`config.mk`:
```
export PLATFORM = sky130hd
export DESIGN_NAME = exec_core
export DESIGN_NICKNAME = d
export VERILOG_FILES = /design/src/hdl/core_pkg.sv /design/src/hdl/regfile_if.sv /design/src/hdl/exec_core.sv /design/src/hdl/exec_ctrl.sv /design/src/hdl/shift_counter.sv /design/src/hdl/alu.sv /design/src/hdl/reg_file.sv
export VERILOG_INCLUDE_DIRS = /design/src /design/src/hdl
export SDC_FILE = /design/constraint.sdc
export NUM_CORES = 1
export LEC_CHECK = 0
export BUFFER_PORTS_ARGS = -buffer_cell sky130_fd_sc_hd__buf_2
export CORE_AREA = 10 10 182 184
export DETAILED_ROUTE_END_ITERATION = 8
export DIE_AREA = 0 0 192 194
export HOLD_SLACK_MARGIN = 0.08
export PLACE_DENSITY = 0.72
export SLEW_MARGIN = 5
export SYNTH_ARGS = -nofsm -noshare
export SYNTH_HDL_FRONTEND = slang
export SYNTH_SLANG_ARGS = --single-unit
```
`constraint.sdc`:
```
create_clock -name clk -period 6.8 [get_ports clk]
set_input_delay 1.36 -clock clk [delete_from_list [all_inputs] [get_ports clk]]
set_output_delay 1.36 -clock clk [all_outputs]
set_load 0.05 [all_outputs]
```
`src/hdl/core_consts.svh`:
```
`ifndef CORE_CONSTS_SVH
`define CORE_CONSTS_SVH

// datapath widths
`define DATA_W 16
`define ADDR_W 3
`define PC_W 32
`define CCR_W 3
`define SHAMT_W 4
`define OP_W 4
`define IMM_W 8
// general registers, pc halves sit just above them
`define NUM_REGS 8

// flag bit positions in ccr
`define FLAG_Z 0
`define FLAG_N 1
`define FLAG_C 2

// stack pointer after reset
`define SP_RESET 4095

// opcodes, anything else retires as nop
`define OP_NOP 4'd0
`define OP_ADD 4'd1
`define OP_SUB 4'd2
`define OP_AND 4'd3
`define OP_OR 4'd4
`define OP_LDI 4'd5
`define OP_SHL 4'd6
`define OP_SHR 4'd7
`define OP_SPADD 4'd8

`endif
```
`src/hdl/core_pkg.sv`:
```
`default_nettype none
`include "core_consts.svh"

package core_pkg;

	// three-register format
	typedef struct packed {
		logic [`OP_W-1:0] opcode;
		logic [`ADDR_W-1:0] rd;
		logic [`ADDR_W-1:0] rs1;
		logic [`ADDR_W-1:0] rs2;
		logic [2:0] unused;
	} reg_view_t;

	// register plus 8-bit immediate
	typedef struct packed {
		logic [`OP_W-1:0] opcode;
		logic [`ADDR_W-1:0] rd;
		logic pad;
		logic [`IMM_W-1:0] imm;
	} imm_view_t;

	// same 16-bit word, two decodes
	typedef union packed {
		reg_view_t r;
		imm_view_t i;
	} instr_word_t;

	// controller states
	typedef enum logic [1:0] {
		IDLE,
		READ,
		EXEC,
		RESP
	} ctrl_state_t;

endpackage

`default_nettype wire

```
`src/hdl/regfile_if.sv`:
```
`timescale 1ns/100ps
`default_nettype none
`include "core_consts.svh"

interface regfile_if;
	// two read ports
	logic [`ADDR_W-1:0] ra1;
	logic [`ADDR_W-1:0] ra2;
	logic [`DATA_W-1:0] rd1;
	logic [`DATA_W-1:0] rd2;
	// general register write
	logic we;
	logic [`ADDR_W-1:0] waddr;
	logic [`DATA_W-1:0] wdata;
	// stack pointer
	logic sp_we;
	logic [`PC_W-1:0] sp_wdata;
	logic [`PC_W-1:0] sp;
	// condition codes
	logic ccr_we;
	logic [`CCR_W-1:0] ccr_wdata;
	logic [`CCR_W-1:0] ccr;
	// retire strobe
	logic pc_inc;

	modport ctrl (
		output ra1, ra2, we, waddr, wdata, sp_we, sp_wdata, ccr_we, ccr_wdata, pc_inc,
		input rd1, rd2, sp, ccr
	);

	modport rf (
		input ra1, ra2, we, waddr, wdata, sp_we, sp_wdata, ccr_we, ccr_wdata, pc_inc,
		output rd1, rd2, sp, ccr
	);
endinterface

`default_nettype wire

```
`src/hdl/exec_core.sv`:
```
`timescale 1ns/100ps
`default_nettype none
`include "core_consts.svh"

module exec_core (
	input wire logic clk,
	input wire logic rst,
	input wire logic instr_valid,
	output logic instr_ready,
	input wire logic [`DATA_W-1:0] instr,
	output logic res_valid,
	input wire logic res_ready,
	output logic [`ADDR_W-1:0] res_dest,
	output logic [`DATA_W-1:0] res_data,
	output logic [`CCR_W-1:0] res_flags,
	output logic [`PC_W-1:0] pc
);
	// alu hookup
	logic [`OP_W-1:0] alu_op;
	logic [`DATA_W-1:0] alu_a;
	logic [`DATA_W-1:0] alu_b;
	logic [`IMM_W-1:0] alu_imm;
	logic [`DATA_W-1:0] alu_result;
	logic [`PC_W-1:0] alu_sp;
	logic [`CCR_W-1:0] alu_flags;
	// shift pacing
	logic cnt_load;
	logic [`SHAMT_W-1:0] cnt_amount;
	logic cnt_step;
	logic cnt_done;

	regfile_if rf_bus ();

	reg_file i_reg_file (
		.clk(clk),
		.rst(rst),
		.rf(rf_bus.rf),
		.pc(pc)
	);

	// sp and flags come straight from the register file
	alu i_alu (
		.op(alu_op),
		.a(alu_a),
		.b(alu_b),
		.sp_in(rf_bus.sp),
		.imm(alu_imm),
		.flags_in(rf_bus.ccr),
		.shift_step(cnt_step),
		.result(alu_result),
		.sp_out(alu_sp),
		.flags_out(alu_flags)
	);

	shift_counter i_shift_counter (
		.clk(clk),
		.rst(rst),
		.load(cnt_load),
		.amount(cnt_amount),
		.step(cnt_step),
		.done(cnt_done)
	);

	exec_ctrl i_exec_ctrl (
		.clk(clk),
		.rst(rst),
		.instr_valid(instr_valid),
		.instr_ready(instr_ready),
		.instr(instr),
		.res_valid(res_valid),
		.res_ready(res_ready),
		.res_dest(res_dest),
		.res_data(res_data),
		.res_flags(res_flags),
		.rf(rf_bus.ctrl),
		.alu_op(alu_op),
		.alu_a(alu_a),
		.alu_b(alu_b),
		.alu_imm(alu_imm),
		.alu_result(alu_result),
		.alu_sp(alu_sp),
		.alu_flags(alu_flags),
		.cnt_load(cnt_load),
		.cnt_amount(cnt_amount),
		.cnt_done(cnt_done)
	);

endmodule

`default_nettype wire

```
`src/hdl/exec_ctrl.sv`:
```
`timescale 1ns/100ps
`default_nettype none
`include "core_consts.svh"

module exec_ctrl (
	input wire logic clk,
	input wire logic rst,
	input wire logic instr_valid,
	output logic instr_ready,
	input wire core_pkg::instr_word_t instr,
	output logic res_valid,
	input wire logic res_ready,
	output logic [`ADDR_W-1:0] res_dest,
	output logic [`DATA_W-1:0] res_data,
	output logic [`CCR_W-1:0] res_flags,
	regfile_if.ctrl rf,
	output logic [`OP_W-1:0] alu_op,
	output logic [`DATA_W-1:0] alu_a,
	output logic [`DATA_W-1:0] alu_b,
	output logic [`IMM_W-1:0] alu_imm,
	input wire logic [`DATA_W-1:0] alu_result,
	input wire logic [`PC_W-1:0] alu_sp,
	input wire logic [`CCR_W-1:0] alu_flags,
	output logic cnt_load,
	output logic [`SHAMT_W-1:0] cnt_amount,
	input wire logic cnt_done
);
	import core_pkg::*;

	ctrl_state_t state;
	instr_word_t instr_q;
	logic [`DATA_W-1:0] a_q;
	logic [`DATA_W-1:0] b_q;
	logic [`DATA_W-1:0] data_q;
	logic [`CCR_W-1:0] flags_q;
	logic [`PC_W-1:0] sp_q;
	logic [`OP_W-1:0] opcode;
	logic is_shift;
	logic writes_rd;
	logic sets_flags;
	logic is_spadd;
	logic commit;

	// decode of the held word
	assign opcode = instr_q.r.opcode;
	assign is_shift = (opcode == `OP_SHL) || (opcode == `OP_SHR);
	// add through shr all land in rd
	assign writes_rd = (opcode >= `OP_ADD) && (opcode <= `OP_SHR);
	assign sets_flags = writes_rd && (opcode != `OP_LDI);
	assign is_spadd = (opcode == `OP_SPADD);

	// handshakes, both quiet while reset is held
	assign instr_ready = (state == IDLE) && !rst;
	assign res_valid = (state == RESP);
	assign commit = res_valid && res_ready;

	// shifts work on rd in place
	assign rf.ra1 = is_shift ? instr_q.i.rd : instr_q.r.rs1;
	assign rf.ra2 = instr_q.r.rs2;

	assign alu_op = opcode;
	assign alu_a = a_q;
	assign alu_b = b_q;
	assign alu_imm = instr_q.i.imm;

	// counter armed in READ so EXEC lasts max(n,1) cycles
	assign cnt_load = (state == READ) && is_shift;
	assign cnt_amount = instr_q.i.imm[`SHAMT_W-1:0];

	// result beat, all from held registers
	assign res_dest = writes_rd ? instr_q.r.rd : '0;
	assign res_data = data_q;
	assign res_flags = flags_q;

	// every write waits for the result handshake
	assign rf.we = commit && writes_rd;
	assign rf.waddr = instr_q.r.rd;
	assign rf.wdata = data_q;
	assign rf.ccr_we = commit && sets_flags;
	assign rf.ccr_wdata = flags_q;
	assign rf.sp_we = commit && is_spadd;
	assign rf.sp_wdata = sp_q;
	assign rf.pc_inc = commit;

	always_ff @(posedge clk) begin
		if (rst) begin
			state <= IDLE;
		end else begin
			case (state)
				IDLE: if (instr_valid) state <= READ;
				READ: state <= EXEC;
				// non-shift ops take a single cycle here
				EXEC: if (!is_shift || cnt_done) state <= RESP;
				RESP: if (res_ready) state <= IDLE;
				default: state <= IDLE;
			endcase
		end
	end

	always_ff @(posedge clk) begin
		if (instr_ready && instr_valid) begin
			instr_q <= instr;
		end
		if (state == READ) begin
			a_q <= rf.rd1;
			b_q <= rf.rd2;
		end
		// shifted value loops back for the next step
		if (state == EXEC) begin
			a_q <= alu_result;
			data_q <= alu_result;
			flags_q <= alu_flags;
			sp_q <= alu_sp;
		end
	end

	// result beat frozen under back-pressure
	a_resp_stable: assert property (
		@(posedge clk) disable iff (rst)
		res_valid && !res_ready |=>
			res_valid && $stable(res_dest) && $stable(res_data) && $stable(res_flags)
	);

endmodule

`default_nettype wire

```
`src/hdl/shift_counter.sv`:
```
`timescale 1ns/100ps
`default_nettype none
`include "core_consts.svh"

module shift_counter (
	input wire logic clk,
	input wire logic rst,
	input wire logic load,
	input wire logic [`SHAMT_W-1:0] amount,
	output logic step,
	output logic done
);
	// remaining shift steps
	logic [`SHAMT_W-1:0] count;

	always_ff @(posedge clk) begin
		if (rst) begin
			count <= '0;
		end else if (load) begin
			count <= amount;
		end else if (count != '0) begin
			count <= count - 1'b1;
		end
	end

	// one bit moves per nonzero cycle
	assign step = (count != '0);
	// last step this cycle, or nothing to shift at all
	assign done = (count == 'd1) || (count == '0);

	// controller loads only once the previous shift has drained
	a_load_idle: assert property (
		@(posedge clk) disable iff (rst)
		load |-> !step
	);

endmodule

`default_nettype wire

```
`src/hdl/alu.sv`:
```
`timescale 1ns/100ps
`default_nettype none
`include "core_consts.svh"

module alu (
	input wire logic [`OP_W-1:0] op,
	input wire logic [`DATA_W-1:0] a,
	input wire logic [`DATA_W-1:0] b,
	input wire logic [`PC_W-1:0] sp_in,
	input wire logic [`IMM_W-1:0] imm,
	input wire logic [`CCR_W-1:0] flags_in,
	input wire logic shift_step,
	output logic [`DATA_W-1:0] result,
	output logic [`PC_W-1:0] sp_out,
	output logic [`CCR_W-1:0] flags_out
);
	logic [`DATA_W:0] wide;
	logic carry;
	logic keep_flags;

	always_comb begin
		wide = '0;
		carry = 1'b0;
		keep_flags = 1'b0;
		result = '0;
		sp_out = sp_in;
		case (op)
			`OP_ADD: begin
				wide = {1'b0, a} + {1'b0, b};
				result = wide[`DATA_W-1:0];
				carry = wide[`DATA_W];
			end
			`OP_SUB: begin
				// top bit set means borrow
				wide = {1'b0, a} - {1'b0, b};
				result = wide[`DATA_W-1:0];
				carry = wide[`DATA_W];
			end
			`OP_AND: result = a & b;
			`OP_OR: result = a | b;
			`OP_LDI: begin
				result = {{(`DATA_W-`IMM_W){1'b0}}, imm};
				keep_flags = 1'b1;
			end
			`OP_SHL: begin
				// one bit per step, zero amount passes a through
				result = shift_step ? {a[`DATA_W-2:0], 1'b0} : a;
				carry = shift_step & a[`DATA_W-1];
			end
			`OP_SHR: begin
				result = shift_step ? {1'b0, a[`DATA_W-1:1]} : a;
				carry = shift_step & a[0];
			end
			`OP_SPADD: begin
				// sign-extended adjust
				sp_out = sp_in + {{(`PC_W-`IMM_W){imm[`IMM_W-1]}}, imm};
				result = sp_out[`DATA_W-1:0];
				keep_flags = 1'b1;
			end
			default: keep_flags = 1'b1;
		endcase

		if (keep_flags) begin
			flags_out = flags_in;
		end else begin
			flags_out[`FLAG_Z] = (result == '0);
			flags_out[`FLAG_N] = result[`DATA_W-1];
			flags_out[`FLAG_C] = carry;
		end
	end

endmodule

`default_nettype wire

```
`src/hdl/reg_file.sv`:
```
`timescale 1ns/100ps
`default_nettype none
`include "core_consts.svh"

module reg_file (
	input wire logic clk,
	input wire logic rst,
	regfile_if.rf rf,
	output logic [`PC_W-1:0] pc
);
	// r0..r7, then pc low word, then pc high word
	logic [`DATA_W-1:0] regs [0:`NUM_REGS+1];
	logic [`PC_W-1:0] sp_q;
	logic [`CCR_W-1:0] ccr_q;

	// combinational reads
	// 3-bit address only reaches the general registers
	assign rf.rd1 = regs[rf.ra1];
	assign rf.rd2 = regs[rf.ra2];
	assign rf.sp = sp_q;
	assign rf.ccr = ccr_q;

	// pc rebuilt from its two halves
	assign pc = {regs[`NUM_REGS+1], regs[`NUM_REGS]};

	always_ff @(posedge clk) begin
		if (rst) begin
			for (int i = 0; i < `NUM_REGS + 2; i++) begin
				regs[i] <= '0;
			end
			sp_q <= `SP_RESET;
			ccr_q <= '0;
		end else begin
			if (rf.we) begin
				regs[rf.waddr] <= rf.wdata;
			end
			// low half carries into high half
			if (rf.pc_inc) begin
				{regs[`NUM_REGS+1], regs[`NUM_REGS]} <= pc + 1'b1;
			end
			if (rf.sp_we) begin
				sp_q <= rf.sp_wdata;
			end
			if (rf.ccr_we) begin
				ccr_q <= rf.ccr_wdata;
			end
		end
	end

	// one retire per handshake, controller goes back to idle right after
	a_pc_inc_single: assert property (
		@(posedge clk) disable iff (rst)
		rf.pc_inc |=> !rf.pc_inc
	);

	// no write strobe ever arrives outside a retire
	a_write_with_retire: assert property (
		@(posedge clk) disable iff (rst)
		(rf.we || rf.ccr_we || rf.sp_we) |-> rf.pc_inc
	);

endmodule

`default_nettype wire

```
==> results of run 1 <==
==> state kept, by name (all words and copies together), names as in the netlist <==
name                     cells
i_exec_ctrl.rf.sp_wdata     16
i_exec_ctrl.res_data        16
i_reg_file.rf.ccr            3
i_exec_ctrl.state            2
i_reg_file.pc               32
i_exec_ctrl.alu_b           16
i_reg_file.rf.sp            16
i_exec_ctrl.instr_q         16
i_exec_ctrl.alu_a           16
i_reg_file.regs            128
i_exec_ctrl.res_flags        3
i_shift_counter.count        4
==> logic make-up after synthesis <==
| kind of cell | count (synthesis) | share of synthesized area, % |
|---|---|---|
| compound gates | 353 | 14.2 |
| xor+xnor | 46 | 2.53 |
| fa+ha+maj | 78 | 6.27 |
| buf+inv | 217 | 6.25 |
| flops | 268 | 38.9 |
| mux | 149 | 14.5 |
| simple gates | 613 | 17.4 |
==> per-stage QoR <==
step                cells  power, W  util, %  hold slack [ps]  instance area [sq um]
global placement     2054   0.00430     55.2              436                  16200
finish               2107   0.00589     58.3              462                  17200
detailed placement   2054   0.00432     55.2              450                  16200
global route         2107   0.00620     58.3              486                  17200
floorplan            1724   0.00373        -              428                  15900
CTS                  2107   0.00586     58.3              464                  17200
==> power by group through the flow <==
stage | Combinational [W] | Clock, W | Sequential [W]
after detailed placement | 0.00217 | 0 | 0.00215
after CTS | 0.00218 | 0.00156 | 0.00212
after global placement | 0.00216 | 0 | 0.00214
after global routing | 0.00241 | 0.00163 | 0.00215
after floorplan | 0.00162 | 0 | 0.00211
final | 0.00222 | 0.00155 | 0.00212
==> worst paths after layout <==
kind,cells past startpoint,endpoint,startpoint,slack (ps)
worst max-delay path,7,i_exec_ctrl.alu_a[8]$_DFFE_PP_,i_exec_ctrl.instr_q[14]$_DFFE_PP_,2680
worst min-delay path,2,i_reg_file.rf.sp[10]$_SDFFE_PP1P_,i_exec_ctrl.rf.sp_wdata[10]$_DFFE_PP_,460
worst max register to register,7,i_exec_ctrl.alu_a[8]$_DFFE_PP_,i_exec_ctrl.instr_q[14]$_DFFE_PP_,2680
worst min register to register,2,i_reg_file.rf.sp[10]$_SDFFE_PP1P_,i_exec_ctrl.rf.sp_wdata[10]$_DFFE_PP_,460
==> worst min-delay path, stage by stage (launching register included) <==
cell and delay [ps]:
edfxtp_1 320, nand2_1 50, nand3b_1 70
==> final cells by class <==
class	count	area (sq um)	share of cell area, %
clock buffer	47	895	5.22
clock inverter	6	43.8	0.255
inverter	64	240	1.40
multi-input combinational	1239	8780	51.2
sequential	268	6200	36.1
tap	390	488	2.84
timing repair buffer	93	513	2.99
==> metal layers <==
layer,routed length [um],vias to the layer above
li1,-,6065
met1,18600,6248
met2,21000,484
met3,3000,71
met4,1190,0
met5,0,-
==> cells in the final DEF, fill, tap and decap left out, types with 9 or more instances in the layout <==
master and n:
nand3b_1 15, nand4_1 11, a221oi_1 11, a211o_1 9, buf_2 74, dfxtp_1 185
edfxtp_1 83, a211oi_1 15, nand3_1 20, clkbuf_1 9, mux4_2 64, o211ai_1 15
buf_4 19, and3_1 13, inv_1 64, ha_1 74, mux2i_1 66, mux2_2 16
nor3_1 23, a21o_1 13, nand2b_1 13, a21oi_1 148, nor2_1 127, nand2_1 328
xnor2_1 19, nor2b_1 9, clkbuf_16 30, o21ai_0 54, xor2_1 27
==> out/qor.txt, run 1 <==
Initial antenna violation count -> 0
Worst Tran Pin Value -> 1370 ps
Pre-CTS setup slack -> 2700 ps
Final worst path period need -> 4120 ps
Worst Path Buf+Inv -> 1
Final hold vios -> 0
Layout cells sized above 1 -> 13.7%
Starting Density -> 54.2%
First-iteration detailed-routing DRC count -> 1,062
CP Launch Type -> register
Worst-Skew Late Latency -> 560 ps
Max Clock Skew -> 14.6 ps
Synth Warn # -> 0
CTS sink count -> 268
Number of I/O port buffers -> 75
Switching part of the total power -> 39.6%
CTS Root Cell -> clkbuf_16
Switching pwr -> 0.00234 W
Mean number of vias per cell -> 6.11
Die height -> 194 um
Comb pwr share -> 37.7%
Total Neg Setup Slack -> 0 ps
Worst hold path type -> register to register
Area Overhead vs Synth -> 7.71%
Met3 Usage GRT -> 3.45%
Remaining antenna violation count -> 0
PwrDens -> 344 nW/um^2
Grt met2 use -> 37.4%
# diodes -> 0
Synth cell count leaders -> 328 x nand2_1, 185 x dfxtp_1, 148 x a21oi_1
Flop pwr share -> 36.0%
Slew Viols, Final -> 0
Mapped Area -> 15,900 sq um
Slowest cell on the critical path -> mux2i_4
Total Routing Usage GR -> 22.8%
Final Setup Violations -> 0
Sequential-to-total area share from yosys stat -> 38.9%
Setup Fix Bufs, Post-CTS -> 0
Final Wtd Congestion -> 0.969
RSZ-0062 raised after global routing -> no
I/O pins -> 76
Top FF cell, synth -> dfxtp_1
CP arrival -> 4400 ps
Worst vdd ir -> 228 uV
Syn avg cell area -> 9.24 sq um
Post-detail-place hpwl -> 30,600 um
Grt ovf -> 0
Clock power frac -> 26.2%
Core Area -> 29,400 sq um
Synth area leader -> dfxtp_1
Global-route wire length before repair -> 68,500 um
Clock tree buffer depth -> 3
Final setup margin -> 2680 ps
Vias post-DR -> 12,900
Int Pwr -> 0.00356 W
Busiest layer in global routing -> met2
Distinct cells, synth -> 80
Layout Nets -> 1,793
Total CTS buffers -> 29
Syn Nets -> 1,822
Htree depth -> 1
Largest cells by area after synthesis -> dfxtp_1 23%, edfxtp_1 16%, mux4_2 9.1%, nand2_1 7.7%, ha_1 5.9%
Crit Path Category -> register to register
FILL cells -> 2,540
Vias in the first global route -> 12,100
TritonRoute pass-1 iters -> 5
Post-cts resize count -> 0
Yosys top cell area share -> 23.3%
Most common cell in the netlist -> nand2_1
FFs w/ async S/R, synth -> 0%
Largest net degree at the start of global routing -> 106
Crit-path cells -> nand3b_1 > mux2i_4 > buf_4 > mux4_2 > nor2b_1 > a211oi_1 > a31oi_1
Die Area -> 37,200 sq um
Worst Path Required -> 7080 ps
M1 GR Usage -> 30.4%
Achievable Freq -> 243 MHz
FF+latch count, synth -> 268
Leak Pwr -> 6.74 nW
CP top delay family -> multiplexers
Syn Inst Count -> 1,724
WL final -> 43,800 um
Hold bufs inserted after CTS -> 0
Crit path largest cell delay -> 880 ps
Tcrit/Tclk final -> 60.6%
Status -> finished clean
Slew headroom -> 7.35%
# DRC -> 0
CTS tree -> yes
Die W -> 192 um
Core Rows -> 63
Number of synthesized flops with an enable pin -> 83
Crit end category -> register
WL/cell -> 20.8 um
Worst-path maximum fanout -> 20
CTS clk-pin slew, worst paths -> 60 ps
Max cap viols -> 0
Note: power is estimated with default switching activity, not from simulation.
==> run 2, diff against run 1 <==
Settings changed: PLACE_DENSITY 0.72 to 0.74.
Clock period 6.8 ns to 3.5 ns, I/O delays scaled along.
==> out/qor.txt, run 2 (same netlist as run 1, synthesis figures left out) <==
Worst-Skew Late Latency -> 560 ps (about the same)
M1 GR Usage -> 31.0% (was 30.4%)
Fin area -> 17,900 sq um (was 17,200 sq um)
Final setup margin -> 74.5 ps (was 2680 ps)
I/O pins -> 76 (unchanged)
CTS Root Cell -> clkbuf_16 (unchanged)
Slew Viols, Final -> 0 (unchanged)
Int Pwr -> 0.00737 W (was 0.00356 W)
CTS tree -> yes (unchanged)
Max reg flops -> 128 (unchanged)
Area Overhead vs Synth -> 12.5% (was 7.71%)
Grt met2 use -> 40.4% (was 37.4%)
Vias in the first global route -> 13,000 (was 12,100)
TritonRoute pass-1 iters -> 5 (unchanged)
Flop pwr share -> 33.2% (was 36.0%)
Worst hold path type -> input pin to register (was register to register)
Crit end category -> register (unchanged)
Commonest non-fill, non-tap cell in the layout -> nand2_1 (unchanged)
Area post-placement -> 16,900 sq um (was 16,200 sq um)
Number of I/O port buffers -> 75 (unchanged)
Switching pwr -> 0.00481 W (was 0.00234 W)
RSZ-0062 raised after global routing -> yes (was no)
Layout cells sized above 1 -> 18.4% (was 13.7%)
Busiest layer in global routing -> met2 (unchanged)
Final Wtd Congestion -> 0.958 (was 0.969)
Remaining antenna violation count -> 0 (unchanged)
Worst Tran Pin Value -> 1160 ps (was 1370 ps)
Worst Path Required -> 3940 ps (was 7080 ps)
CP arrival -> 3860 ps (was 4400 ps)
CTS clk-pin slew, worst paths -> 60 ps (about the same)
Status -> finished clean (unchanged)
Core Area -> 29,400 sq um (unchanged)
Switching part of the total power -> 39.5% (was 39.6%)
First-iteration detailed-routing DRC count -> 1,102 (was 1,062)
Final hold vios -> 0 (unchanged)
Total Routing Usage GR -> 24.1% (was 22.8%)
Initial antenna violation count -> 1 (was 0)
Leak Pwr -> 7.18 nW (was 6.74 nW)
Layout Nets -> 1,877 (was 1,793)
Htree depth -> 1 (unchanged)
WL final -> 46,200 um (was 43,800 um)
Clock power frac -> 25.0% (was 26.2%)
CTS sink count -> 268 (unchanged)
Post-Place Cells -> 2,138 (was 2,054)
Mean number of vias per cell -> 6.11 (about the same)
CP Launch Type -> register (unchanged)
Final Setup Violations -> 0 (unchanged)
# DRC -> 0 (unchanged)
WL/cell -> 21.1 um (was 20.8 um)
Comb pwr share -> 41.7% (was 37.7%)
Die Area -> 37,200 sq um (unchanged)
Max cap viols -> 0 (unchanged)
Met3 Usage GRT -> 3.35% (was 3.45%)
Most frequent cells in the layout -> 328 x nand2_1, 185 x dfxtp_1, 148 x a21oi_1 (unchanged)
Total CTS buffers -> 29 (unchanged)
Die W -> 192 um (unchanged)
Achievable Freq -> 292 MHz (was 243 MHz)
Worst-path maximum fanout -> 3 (was 20)
# diodes -> 0 (unchanged)
Pre-CTS setup slack -> -55.7 ps (was 2700 ps)
Grt ovf -> 0 (unchanged)
Tcrit/Tclk final -> 97.9% (was 60.6%)
Crit Path Category -> register to register (unchanged)
Non-Filler Instances -> 2,192 (was 2,107)
Die height -> 194 um (unchanged)
Most flops, register -> i_reg_file.regs (unchanged)
Clock tree buffer depth -> 3 (unchanged)
PwrDens -> 679 nW/um^2 (was 344 nW/um^2)
Post-detail-place hpwl -> 32,500 um (was 30,600 um)
Max Clock Skew -> 11.9 ps (was 14.6 ps)
Final worst path period need -> 3430 ps (was 4120 ps)
Pwr Total -> 0.0122 W (was 0.00589 W)
Largest net degree at the start of global routing -> 186 (was 106)
Starting Density -> 54.2% (unchanged)
Vias post-DR -> 13,400 (was 12,900)
Slew headroom -> 22.3% (was 7.35%)
Worst vdd ir -> 403 uV (was 228 uV)
Core Rows -> 63 (unchanged)
Global-route wire length before repair -> 72,500 um (was 68,500 um)
run 2: timing repair:
action	in CTS	in global routing
hold buffers	0	0
pin swaps	1	6
endpoints found under the hold margin	0	0
resized for setup	5	8
setup buffers	0	0
endpoints found under the setup margin	1	2
run 2: routing by layer:
metal  up-vias  wire [um]
met5         -         13
met4         2       1580
met3       115       3120
met2       542      22700
met1      6502      18800
li1       6230          -
run 2: power by group through the flow:
stage	sequential [W]	clock, W	combinational, W
after floorplan	0.00410	0	0.00315
after global placement	0.00408	0	0.00484
after detailed placement	0.00410	0	0.00490
after CTS	0.00403	0.00309	0.00496
after global routing	0.00409	0.00322	0.00549
final	0.00405	0.00305	0.00508
run 2: cell type report:
type                            instances  area [sq um]
Clock buffer                           37           818
Fill cell                            2458         11500
Inverter                               64           240
Tap cell                              390           488
Multi-Input combinational cell       1239          8830
Clock inverter                         17           131
Timing Repair Buffer                  177          1210
Sequential cell                       268          6200
run 2: worst paths after layout:
| check | cells after the start | end | slack (ps) | start |
|---|---|---|---|---|
| setup / recovery | 13 | i_exec_ctrl.res_flags[0]$_DFFE_PP_ | 70 | i_exec_ctrl.alu_a[0]$_DFFE_PP_ |
| hold / removal | 1 | i_exec_ctrl.instr_q[13]$_DFFE_PP_ | 310 | instr[13] |
| setup reg to reg | 13 | i_exec_ctrl.res_flags[0]$_DFFE_PP_ | 70 | i_exec_ctrl.alu_a[0]$_DFFE_PP_ |
| hold reg to reg | 1 | i_reg_file.rf.sp[1]$_SDFFE_PP1P_ | 460 | i_exec_ctrl.rf.sp_wdata[1]$_DFFE_PP_ |
run 2: through the flow:
step | setup TNS, ps | hold slack, ps | utilization (%)
2_1_floorplan | 0 | 428 | -
3_3_place_gp | 0 | 436 | 57.5
3_5_place_dp | -55.7 | 444 | 57.5
4_1_cts | 0 | 294 | 60.8
5_1_grt | -56.8 | 291 | 60.9
6_report | 0 | 310 | 60.9
run 2: worst max-delay path, cell delays in order (launching register included):
cell and delay, ps:
edfxtp_1 380, buf_6 120, ha_2 170, inv_1 60
fa_2 500, or3b_2 100, a211oi_1 60, or4_4 530
nand4bb_1 210, or4_4 530, a2111oi_4 190, and4b_1 260
nand4_1 110, nand2_1 80
